<file path="src/design/fetch_pkg.sv">
package fetch_pkg;

    // queue geometry
    localparam int fifo_depth = 16;
    localparam int ptr_width = 4;
    // one bit wider than the pointer so 16 entries can be counted
    localparam int count_width = 5;

    // instruction side
    localparam int addr_width = 32;
    // exception bits carried with each word
    localparam int exp_width = 12;

    // full at 12 leaves four free slots
    // a pair already in flight always lands
    localparam logic [count_width-1:0] full_level = 5'd12;

    // boot vector
    localparam logic [addr_width-1:0] reset_pc = 32'hbfc0_0000;

endpackage

</file>
<file path="src/design/mips_inst_pkg.sv">
package mips_inst_pkg;

    // one 32-bit word, seen as R-type or as I-type
    typedef union packed {
        struct packed {
            logic [5:0] op;
            logic [4:0] rs;
            logic [4:0] rt;
            logic [4:0] rd;
            logic [4:0] shamt;
            logic [5:0] funct;
        } r_view;
        struct packed {
            logic [5:0]  op;
            logic [4:0]  rs;
            logic [4:0]  rt;
            logic [15:0] imm;
        } i_view;
    } inst_word_t;

    // opcodes used by the pairing logic
    localparam logic [5:0] op_special = 6'h00;
    localparam logic [5:0] op_regimm = 6'h01;
    localparam logic [5:0] op_j = 6'h02;
    localparam logic [5:0] op_jal = 6'h03;
    localparam logic [5:0] op_beq = 6'h04;
    localparam logic [5:0] op_bne = 6'h05;
    localparam logic [5:0] op_blez = 6'h06;
    localparam logic [5:0] op_bgtz = 6'h07;

    // funct codes under op_special
    localparam logic [5:0] fn_jr = 6'h08;
    localparam logic [5:0] fn_jalr = 6'h09;

    // addi .. lui, result goes to rt
    localparam logic [5:0] op_alu_imm_lo = 6'h08;
    localparam logic [5:0] op_alu_imm_hi = 6'h0f;
    // lb .. lwr, result goes to rt
    localparam logic [5:0] op_load_lo = 6'h20;
    localparam logic [5:0] op_load_hi = 6'h27;

endpackage

</file>
<file path="src/design/fetch_pc_gen.sv">
`timescale 1ns/100ps

module fetch_pc_gen (
    input  logic                             clk,
    input  logic                             fifo_rst,
    input  logic                             full,
    input  logic                             redirect,
    input  logic [fetch_pkg::addr_width-1:0] redirect_pc,
    output logic                             imem_req,
    output logic [fetch_pkg::addr_width-1:0] imem_addr,
    output logic [fetch_pkg::addr_width-1:0] write_address1,
    output logic [fetch_pkg::addr_width-1:0] write_address2
);

    // next pair to ask for
    logic [fetch_pkg::addr_width-1:0] pc;
    // address of the pair the memory answers this cycle
    logic [fetch_pkg::addr_width-1:0] inflight_addr;
    // low for the first cycle out of reset
    logic run;

    // no request while the queue is near full or a redirect is pending
    assign imem_req = run & ~full & ~redirect;
    assign imem_addr = pc;

    always_ff @(posedge clk) begin
        if (fifo_rst) begin
            run <= 1'b0;
            pc <= fetch_pkg::reset_pc;
        end else begin
            run <= 1'b1;
            // redirect beats the sequential step
            if (redirect) begin
                pc <= redirect_pc;
            end else if (imem_req) begin
                // pairs are 8-byte aligned
                pc <= pc + 32'd8;
            end
        end
    end

    // remember what was asked, memory answers one cycle later
    always_ff @(posedge clk) begin
        if (imem_req) begin
            inflight_addr <= pc;
        end
    end

    // second word of the pair sits one word up
    assign write_address1 = inflight_addr;
    assign write_address2 = inflight_addr + 32'd4;

endmodule

</file>
<file path="src/design/inst_fifo.sv">
`timescale 1ns/100ps

module inst_fifo (
    input  logic                             clk,
    input  logic                             fifo_rst,
    input  logic                             redirect,
    input  logic                             master_is_branch,
    input  logic                             read_en1,
    input  logic                             read_en2,
    input  logic                             write_en1,
    input  logic                             write_en2,
    input  logic [31:0]                      write_data1,
    input  logic [31:0]                      write_data2,
    input  logic [fetch_pkg::addr_width-1:0] write_address1,
    input  logic [fetch_pkg::addr_width-1:0] write_address2,
    input  logic [fetch_pkg::exp_width-1:0]  write_inst_exp1,
    input  logic [fetch_pkg::exp_width-1:0]  write_inst_exp2,
    output logic [31:0]                      read_data1,
    output logic [31:0]                      read_data2,
    output logic [fetch_pkg::addr_width-1:0] read_addres1,
    output logic [fetch_pkg::addr_width-1:0] read_addres2,
    output logic [fetch_pkg::exp_width-1:0]  inst_exp1,
    output logic [fetch_pkg::exp_width-1:0]  inst_exp2,
    output logic                             master_is_in_delayslot_o,
    output logic                             empty,
    output logic                             almost_empty,
    output logic                             full
);

    // entry storage, indexed by the pointers
    logic [31:0]                      data_mem [fetch_pkg::fifo_depth];
    logic [fetch_pkg::addr_width-1:0] addr_mem [fetch_pkg::fifo_depth];
    logic [fetch_pkg::exp_width-1:0]  exp_mem  [fetch_pkg::fifo_depth];

    logic [fetch_pkg::ptr_width-1:0]   wr_ptr;
    logic [fetch_pkg::ptr_width-1:0]   rd_ptr;
    logic [fetch_pkg::ptr_width-1:0]   wr_ptr_inc;
    logic [fetch_pkg::ptr_width-1:0]   rd_ptr_inc;
    logic [fetch_pkg::count_width-1:0] count;

    // accepted writes and reads this cycle
    logic       wr1;
    logic       wr2;
    logic       rd1;
    logic       rd2;
    // 0, 1 or 2 entries moved
    logic [1:0] wr_cnt;
    logic [1:0] rd_cnt;
    logic       flush;

    // a redirect empties the queue by pointer reset only
    assign flush = fifo_rst | redirect;

    // slot 2 only ever follows slot 1
    assign wr1 = write_en1;
    assign wr2 = write_en1 & write_en2;
    // reads past the held entries are ignored
    assign rd1 = read_en1 & ~empty;
    assign rd2 = rd1 & read_en2 & ~almost_empty;

    assign wr_cnt = {wr2, wr1 & ~wr2};
    assign rd_cnt = {rd2, rd1 & ~rd2};

    // neighbour entries, wrap with the pointer width
    assign wr_ptr_inc = wr_ptr + {{(fetch_pkg::ptr_width-1){1'b0}}, 1'b1};
    assign rd_ptr_inc = rd_ptr + {{(fetch_pkg::ptr_width-1){1'b0}}, 1'b1};

    // status from the count
    assign empty = (count == '0);
    assign almost_empty = (count == {{(fetch_pkg::count_width-1){1'b0}}, 1'b1});
    assign full = (count >= fetch_pkg::full_level);

    // pointers and count, flush wins over a write in the same cycle
    always_ff @(posedge clk) begin
        if (flush) begin
            wr_ptr <= '0;
            rd_ptr <= '0;
            count <= '0;
        end else begin
            wr_ptr <= wr_ptr + {{(fetch_pkg::ptr_width-2){1'b0}}, wr_cnt};
            rd_ptr <= rd_ptr + {{(fetch_pkg::ptr_width-2){1'b0}}, rd_cnt};
            count <= count + {{(fetch_pkg::count_width-2){1'b0}}, wr_cnt}
                           - {{(fetch_pkg::count_width-2){1'b0}}, rd_cnt};
        end
    end

    // write both words of a pair with their own address and exception bits
    always_ff @(posedge clk) begin
        if (wr1) begin
            data_mem[wr_ptr] <= write_data1;
            addr_mem[wr_ptr] <= write_address1;
            exp_mem[wr_ptr] <= write_inst_exp1;
        end
        if (wr2) begin
            data_mem[wr_ptr_inc] <= write_data2;
            addr_mem[wr_ptr_inc] <= write_address2;
            exp_mem[wr_ptr_inc] <= write_inst_exp2;
        end
    end

    // head of queue, zero where no entry is held
    always_comb begin
        read_data1 = '0;
        read_data2 = '0;
        read_addres1 = '0;
        read_addres2 = '0;
        inst_exp1 = '0;
        inst_exp2 = '0;
        if (!empty) begin
            read_data1 = data_mem[rd_ptr];
            read_addres1 = addr_mem[rd_ptr];
            inst_exp1 = exp_mem[rd_ptr];
        end
        // second slot needs two entries
        if (!empty && !almost_empty) begin
            read_data2 = data_mem[rd_ptr_inc];
            read_addres2 = addr_mem[rd_ptr_inc];
            inst_exp2 = exp_mem[rd_ptr_inc];
        end
    end

    // branch left the queue alone, so the next head is its delay slot
    // held through stalls until that head is read
    always_ff @(posedge clk) begin
        if (flush) begin
            master_is_in_delayslot_o <= 1'b0;
        end else if (rd1) begin
            master_is_in_delayslot_o <= master_is_branch & ~rd2;
        end
    end

endmodule

</file>
<file path="src/design/dual_issue_ctrl.sv">
`timescale 1ns/100ps

module dual_issue_ctrl (
    input  logic                             decode_stall,
    input  logic                             empty,
    input  logic                             almost_empty,
    input  logic [31:0]                      read_data1,
    input  logic [31:0]                      read_data2,
    input  logic [fetch_pkg::addr_width-1:0] read_addres1,
    input  logic [fetch_pkg::addr_width-1:0] read_addres2,
    input  logic [fetch_pkg::exp_width-1:0]  inst_exp1,
    input  logic [fetch_pkg::exp_width-1:0]  inst_exp2,
    input  logic                             master_is_in_delayslot_o,
    output logic                             read_en1,
    output logic                             read_en2,
    output logic                             master_is_branch,
    output logic                             issue_valid1,
    output logic                             issue_valid2,
    output logic [31:0]                      issue_inst1,
    output logic [31:0]                      issue_inst2,
    output logic [fetch_pkg::addr_width-1:0] issue_pc1,
    output logic [fetch_pkg::addr_width-1:0] issue_pc2,
    output logic [fetch_pkg::exp_width-1:0]  issue_exp1,
    output logic [fetch_pkg::exp_width-1:0]  issue_exp2,
    output logic                             issue_delay_slot
);

    // branches and jumps, register jumps live under op_special
    function automatic logic is_branch(input mips_inst_pkg::inst_word_t w);
        logic [5:0] op;
        op = w.r_view.op;
        is_branch = (op == mips_inst_pkg::op_beq) || (op == mips_inst_pkg::op_bne) ||
                    (op == mips_inst_pkg::op_blez) || (op == mips_inst_pkg::op_bgtz) ||
                    (op == mips_inst_pkg::op_regimm) || (op == mips_inst_pkg::op_j) ||
                    (op == mips_inst_pkg::op_jal) ||
                    ((op == mips_inst_pkg::op_special) &&
                     ((w.r_view.funct == mips_inst_pkg::fn_jr) ||
                      (w.r_view.funct == mips_inst_pkg::fn_jalr)));
    endfunction

    // register written by the word, 0 for none
    function automatic logic [4:0] dest_reg(input mips_inst_pkg::inst_word_t w);
        logic [5:0] op;
        op = w.r_view.op;
        dest_reg = 5'd0;
        if (op == mips_inst_pkg::op_special) begin
            dest_reg = w.r_view.rd;
        end else if ((op >= mips_inst_pkg::op_alu_imm_lo && op <= mips_inst_pkg::op_alu_imm_hi) ||
                     (op >= mips_inst_pkg::op_load_lo && op <= mips_inst_pkg::op_load_hi)) begin
            dest_reg = w.i_view.rt;
        end else if (op == mips_inst_pkg::op_jal) begin
            // link register
            dest_reg = 5'd31;
        end
    endfunction

    mips_inst_pkg::inst_word_t inst1;
    mips_inst_pkg::inst_word_t inst2;
    logic [4:0] dest1;
    logic       hazard;
    logic       issue1;
    logic       issue2;

    assign inst1 = read_data1;
    assign inst2 = read_data2;
    assign dest1 = dest_reg(inst1);

    // rs and rt compared as raw fields, conservative for I-type
    assign hazard = (dest1 != 5'd0) &&
                    ((inst2.i_view.rs == dest1) || (inst2.i_view.rt == dest1));

    // master slot goes whenever decode can take it
    assign issue1 = ~empty & ~decode_stall;
    // slave slot needs a second entry, no branch and no RAW on slot 1
    assign issue2 = issue1 & ~almost_empty & ~is_branch(inst2) & ~hazard;

    assign read_en1 = issue1;
    assign read_en2 = issue2;
    assign master_is_branch = ~empty & is_branch(inst1);

    assign issue_valid1 = issue1;
    assign issue_valid2 = issue2;
    assign issue_inst1 = read_data1;
    assign issue_inst2 = read_data2;
    assign issue_pc1 = read_addres1;
    assign issue_pc2 = read_addres2;
    assign issue_exp1 = inst_exp1;
    assign issue_exp2 = inst_exp2;
    // marker only shows while the delay slot actually issues
    assign issue_delay_slot = master_is_in_delayslot_o & issue1;

endmodule

</file>
<file path="src/design/fetch_top.sv">
`timescale 1ns/100ps

module fetch_top (
    input  logic                             clk,
    input  logic                             fifo_rst,
    input  logic                             redirect,
    input  logic [fetch_pkg::addr_width-1:0] redirect_pc,
    input  logic                             decode_stall,
    input  logic                             imem_ok,
    input  logic [31:0]                      imem_data1,
    input  logic [31:0]                      imem_data2,
    input  logic [fetch_pkg::exp_width-1:0]  imem_exp1,
    input  logic [fetch_pkg::exp_width-1:0]  imem_exp2,
    output logic                             imem_req,
    output logic [fetch_pkg::addr_width-1:0] imem_addr,
    output logic                             issue_valid1,
    output logic                             issue_valid2,
    output logic [31:0]                      issue_inst1,
    output logic [31:0]                      issue_inst2,
    output logic [fetch_pkg::addr_width-1:0] issue_pc1,
    output logic [fetch_pkg::addr_width-1:0] issue_pc2,
    output logic [fetch_pkg::exp_width-1:0]  issue_exp1,
    output logic [fetch_pkg::exp_width-1:0]  issue_exp2,
    output logic                             issue_delay_slot,
    output logic                             empty,
    output logic                             full
);

    // fetch to queue
    logic [fetch_pkg::addr_width-1:0] write_address1;
    logic [fetch_pkg::addr_width-1:0] write_address2;

    // queue head to issue
    logic [31:0]                      read_data1;
    logic [31:0]                      read_data2;
    logic [fetch_pkg::addr_width-1:0] read_addres1;
    logic [fetch_pkg::addr_width-1:0] read_addres2;
    logic [fetch_pkg::exp_width-1:0]  inst_exp1;
    logic [fetch_pkg::exp_width-1:0]  inst_exp2;
    logic                             almost_empty;
    logic                             master_is_in_delayslot_o;

    // issue back to queue
    logic read_en1;
    logic read_en2;
    logic master_is_branch;

    fetch_pc_gen pc_gen_i (
        .clk            (clk),
        .fifo_rst       (fifo_rst),
        .full           (full),
        .redirect       (redirect),
        .redirect_pc    (redirect_pc),
        .imem_req       (imem_req),
        .imem_addr      (imem_addr),
        .write_address1 (write_address1),
        .write_address2 (write_address2)
    );

    // memory always answers with a full pair
    inst_fifo fifo_i (
        .clk                      (clk),
        .fifo_rst                 (fifo_rst),
        .redirect                 (redirect),
        .master_is_branch         (master_is_branch),
        .read_en1                 (read_en1),
        .read_en2                 (read_en2),
        .write_en1                (imem_ok),
        .write_en2                (imem_ok),
        .write_data1              (imem_data1),
        .write_data2              (imem_data2),
        .write_address1           (write_address1),
        .write_address2           (write_address2),
        .write_inst_exp1          (imem_exp1),
        .write_inst_exp2          (imem_exp2),
        .read_data1               (read_data1),
        .read_data2               (read_data2),
        .read_addres1             (read_addres1),
        .read_addres2             (read_addres2),
        .inst_exp1                (inst_exp1),
        .inst_exp2                (inst_exp2),
        .master_is_in_delayslot_o (master_is_in_delayslot_o),
        .empty                    (empty),
        .almost_empty             (almost_empty),
        .full                     (full)
    );

    dual_issue_ctrl issue_i (
        .decode_stall             (decode_stall),
        .empty                    (empty),
        .almost_empty             (almost_empty),
        .read_data1               (read_data1),
        .read_data2               (read_data2),
        .read_addres1             (read_addres1),
        .read_addres2             (read_addres2),
        .inst_exp1                (inst_exp1),
        .inst_exp2                (inst_exp2),
        .master_is_in_delayslot_o (master_is_in_delayslot_o),
        .read_en1                 (read_en1),
        .read_en2                 (read_en2),
        .master_is_branch         (master_is_branch),
        .issue_valid1             (issue_valid1),
        .issue_valid2             (issue_valid2),
        .issue_inst1              (issue_inst1),
        .issue_inst2              (issue_inst2),
        .issue_pc1                (issue_pc1),
        .issue_pc2                (issue_pc2),
        .issue_exp1               (issue_exp1),
        .issue_exp2               (issue_exp2),
        .issue_delay_slot         (issue_delay_slot)
    );

endmodule

</file>
<file path="config.mk">
export PLATFORM = sky130hd
export DESIGN_NAME = fetch_top
export DESIGN_NICKNAME = d
export VERILOG_FILES = /design/src/design/fetch_pkg.sv /design/src/design/mips_inst_pkg.sv /design/src/design/fetch_pc_gen.sv /design/src/design/inst_fifo.sv /design/src/design/dual_issue_ctrl.sv /design/src/design/fetch_top.sv
export SDC_FILE = /design/constraint.sdc
export NUM_CORES = 2
export LEC_CHECK = 0
export CAP_MARGIN = 20
export CORE_ASPECT_RATIO = 0.6
export CORE_MARGIN = 2
export CORE_UTILIZATION = 55
export CTS_CLUSTER_DIAMETER = 40
export DETAILED_ROUTE_END_ITERATION = 8
export DONT_BUFFER_PORTS = 1
export PLACE_DENSITY = 0.83
export SLEW_MARGIN = 15
export SYNTH_ARGS = -nofsm -noshare
export SYNTH_HDL_FRONTEND = slang
export SYNTH_SLANG_ARGS = --single-unit
</file>
<file path="constraint.sdc">
create_clock -name clk -period 13.3 [get_ports clk]
set_clock_uncertainty 0.2 [all_clocks]
set_input_delay 2.66 -clock clk [delete_from_list [all_inputs] [get_ports clk]]
set_output_delay 2.66 -clock clk [all_outputs]
set_load 0.02 [all_outputs]
</file>
Yosys cells after proc, flatten, opt, wreduce, memory -nomap -nowiden. Memories as Yosys holds them, arrays and structs flattened. A register that Yosys moved wholly into a read port is not among the register bits. Cells that the tools add are included.

Bits in registers: 79. RAM bits: 1216. Bits of input ports: 125. Output and inout port bits: 190. Word-level logic and storage cells: 114. Memories kept: 3.

Add/sub/neg operators: 8. $lt $le $gt $ge: 5. Eq/ne operators: 21. Muxes and demuxes: 17. Bitwise logic cells: 22. Reduce and logical (&&, ||, !) cells: 31.

Memories: fifo_i.addr_mem (words 16, bits a word 32, read ports 2, clocked after Yosys merged registers in 1, write ports 2, RTL line inst_fifo.sv:32) `logic [fetch_pkg::addr_width-1:0] addr_mem [fetch_pkg::fifo_depth];`; fifo_i.data_mem (words 16, bits a word 32, read ports 2, clocked after Yosys merged registers in 1, write ports 2, RTL line inst_fifo.sv:31) `logic [31:0] data_mem [fetch_pkg::fifo_depth];`; fifo_i.exp_mem (words 16, bits a word 12, read ports 2, clocked after Yosys merged registers in 1, write ports 2, RTL line inst_fifo.sv:33) `logic [fetch_pkg::exp_width-1:0] exp_mem [fetch_pkg::fifo_depth];`.

Operator list (number): 32-bit 2-to-1 mux (6); 6-bit by 3-bit == test with 1-bit output (second input constant) (8); 32-bit by 3-bit adder with 32-bit output (second input constant) (1); 32-bit by 4-bit adder with 32-bit output (second input constant) (1); 6-bit by 2-bit == test with 1-bit output (second input constant) (4); 6-bit by 4-bit == test with 1-bit output (second input constant) (4); 12-bit 2-to-1 mux (2); 1-bit logical OR (18); 5-bit 2-to-1 mux (3); 1-bit AND (13); 6-bit by 1-bit == test with 1-bit output (second input constant) (2); 6-bit logical NOT (2); 4-bit 2-to-1 mux (3); 5-bit == test (2); 4-bit by 1-bit adder with 4-bit output (second input constant) (2); 4-bit by 2-bit adder with 4-bit output (2); 1-bit NOT (8); 6-bit by 4-bit >= comparator with 1-bit output (second input constant) (1); 6-bit >= comparator (second input constant) (1); 6-bit by 4-bit less-or-equal comparator with 1-bit output (second input constant) (1); 6-bit less-or-equal comparator (second input constant) (1); 1-bit logical AND (6); 5-bit by 2-bit adder with 5-bit output (1); 5-bit by 1-bit == test with 1-bit output (second input constant) (1); 8 further kinds (11).

Logic depth before layout (Yosys ltp).
Depth after elaboration: 21. Mapped depth: 23. Gate-level depth less buffers: 20.

Cells and area by module. A second synthesis with hierarchy kept.

Cells, all modules: 4653. Area, all modules: 76203.1 um^2.

Modules (own cells, without submodules): inst_fifo (times used 1, cells an instance 4108, area each 71297.1 um^2, seq. area each 36795.3 um^2); fetch_pc_gen (times used 1, cells an instance 334, area each 3331.9 um^2, seq. area each 1621.6 um^2); dual_issue_ctrl (times used 1, cells an instance 211, area each 1574.0 um^2, seq. area each 0.0 um^2).

Least setup slack after synthesis. Ideal clock, no wire load.

Kind: input -> register. Start: in imem_ok. End: mem fifo_i.addr_mem[0][0] (netlist bit), enable pin. Library setup time: 0.844 ns. Data arrival time: 12.868 ns. Data required time: 12.256 ns. Slack: -0.612 ns. Stages: 2. Buffers on the path: 0. Cell sequence: nand2b_1 > nor3_1.

RTL lines: from (decl) (RTL line fetch_top.sv:9) `input logic imem_ok,`; to (decl) (RTL line inst_fifo.sv:32).

==> run metrics <==
status finished clean; Final ANT Viol Nets 0; number of diodes 0; Final Util 60.86%; Synth area leaders edfxtp_1, mux4_2, dfxtp_1; Mean Syn Cell Area 19.87 sq um; ratio of cells with drive above 1 in the final layout 31.35%; fin crit share between 60% and 70%; DIE AREA 111,100 sq um; Slew Limit Fails 0; sequential area share after synthesis approximately 64%; Final Hold Fails 0; top cell type's share of synthesized area 62.10%; CTS clk-pin slew, worst paths 0.06 ns; Vias 32,459; Die Wd ~430 um; Layout area overhead 9.707%; most frequent cells in the layout edfxtp_1, mux4_2, clkbuf_16, a211oi_1, nand2_1; IO Count 315; power per cell area 180.2 nW/um^2; GRT Overall Usage a little over a quarter; WL final 149.1 mm; Worst path max stage delay between 0.8 and 0.9 ns; Root Driver clkbuf_16; CORE AREA 107,400 sq um; Post-Syn Area 59,580 sq um; Via density 7.204; IO buf count 0; CP max stage cell buf_4; gpl congestion between 0.8 and 0.9; post-CTS setup buffers 0; Req. time, crit path 10.44 ns; worst-margin pin slew ~1.2 ns; CP Max Fanout 51; Worst-Skew Late Latency 0.76 ns; post-cts sizing count 0; CTS buffer count 130; worst path cell trace buf_4 > buf_4 > buf_4 > buf_4 > mux4_2 > mux4_2 > and2_1; cell row count slightly above 90; CP startpoint kind register; most frequent CP cell buf_4; Slew headroom 21.60%; Yosys top cell by area edfxtp_1; most common cell after layout, fill and taps aside edfxtp_1; Min Clock Period, post-route 9.217 ns; post-DR wirelength/cell roughly 33 um; initial antenna violation count 3; RSZ-0062 raised after global routing false; final setup vio count 0; CTS tree done; CP Data Arrival Time 6.36 ns; vias in the first global route approximately 34,000; leakage power 19.86 nW; Detailed Route Iter0 Violations around 3,900; number of synthesized flops with an enable pin 1,232; Fin Setup TNS 0 ns; Max Cap Viol 0; first-pass GRT wire length 223.7 mm; Yosys reg bits approximately 1,300; Worst Setup End Kind primary output; Chip Height ~260 um; fraction of registers with async set/reset 0%; H-tree level count 4; remaining global-route overflow 0; VDD IR-drop max 137.4 uV; Syn Inst Count 2,998; nets about 3,100; Ys Warns 0; initial core utilization a little under three fifths; drt drc 0; Top FF cell, synth edfxtp_1; Crit Path Class register to primary output; hold buffers post-CTS 0; largest net degree at the start of global routing 146; clock tree buffer depth 3; Achievable Freq between 0.1 and 0.15 GHz; HP Class register to register; Mapped Nets between 3,000 and 4,000; DR pass1 iterations 7; clk sink count between 1,000 and 1,500; DP HPWL about 87 mm; post-synth cell types 63
[kinds of logic after synthesis]
group / share of synthesized area [%]
compound gates: 2.358
xor+xnor: 1.025
fa+ha+maj: 0.3948
mux: 26.81
flops: 63.64
simple gates: 3.805
buf+inv: 1.959
[state kept, by name (all words and copies together) (netlist names)]
register,cells
fifo_i.wr_ptr,3
fifo_i.master_is_in_delayslot_o,1
fifo_i.rd_ptr,4
pc_gen_i.run,1
fifo_i.exp_mem,192
fifo_i.count,5
pc_gen_i.write_address1,32
pc_gen_i.imem_addr,32
fifo_i.addr_mem,496
fifo_i.data_mem,512
[routing by layer]
| metal | GRT usage [%] | share of wire, % |
|---|---|---|
| met5 | 0 | 0 |
| met3 | 7.381 | 11 |
| met2 | 42.02 | 48 |
| met1 | 37.35 | 37 |
| met4 | 10.93 | 3.5 |
[metrics by stage]
| stage | hold WS [ns] | area, sq um | worst slack, ns | total power, mW | std cells |
|---|---|---|---|---|---|
| 2_1_floorplan | 0.2890 | 59590 | 3.419 | 7.252 | 2998 |
| 3_3_place_gp | 0.3113 | 60950 | 4.764 | 8.025 | 4270 |
| 3_5_place_dp | 0.3352 | 60960 | 4.669 | 8.094 | 4271 |
| 4_1_cts | 0.3517 | 65270 | 3.835 | 11.84 | 4502 |
| 5_1_grt | 0.3944 | 65360 | 3.497 | 12.17 | 4506 |
| 6_report | 0.3542 | 65360 | 4.083 | 11.78 | 4506 |
[path summary, 6_finish.rpt]
kind,startpoint,to,slack (ns),depth (start not counted)
max,fifo_i.rd_ptr[1]$_SDFF_PP0_,issue_pc1[10],4.08,7
min,fifo_i.wr_ptr[3]$_SDFF_PP0_,fifo_i.wr_ptr[3]$_SDFF_PP0_,0.35,2
max reg2reg,fifo_i.rd_ptr[0]$_SDFF_PP0_,fifo_i.count[3]$_SDFF_PP0_,6.27,17
min reg2reg,fifo_i.wr_ptr[3]$_SDFF_PP0_,fifo_i.wr_ptr[3]$_SDFF_PP0_,0.35,2
[worst max-delay path, delay by kind of cell (launching register included)]
kind | cells | cell delay (ns)
buf+inv | 4 | 3.34
flops | 1 | 0.68
mux | 2 | 1.09
simple gates | 1 | 0.29
[synthesized netlist by cell type (all sizes together), types with 14 or more instances]
| master | count |
|---|---|
| edfxtp | 1232 |
| mux4 | 671 |
| buf | 127 |
| a211oi | 113 |
| nand2 | 100 |
| clkbuf | 93 |
| and2 | 87 |
| nor2 | 87 |
| mux2i | 84 |
| nor2b | 63 |
| dfxtp | 46 |
| nand3 | 46 |
| xnor2 | 38 |
| xor2 | 30 |
| a21oi | 29 |
| inv | 19 |
| nor3 | 15 |
| and3 | 14 |
| ha | 14 |
[power by group]
part / internal [mW] / switching (mW)
Sequential: 4.51 / 0.111
Clock: 2.15 / 1.59
Combinational: 1.35 / 2.06
[final cells by class]
cell class | instances | area [sq um]
Sequential cell | 1278 | 37930
Inverter | 21 | 78.83
Fill cell | 7163 | 42040
Timing Repair Buffer | 72 | 619.3
Tap cell | 1425 | 1783
Multi-Input combinational cell | 1479 | 20630
Clock buffer | 159 | 3475
Clock inverter | 72 | 838.3
No activity file was read; power rests on OpenSTA's default activity.
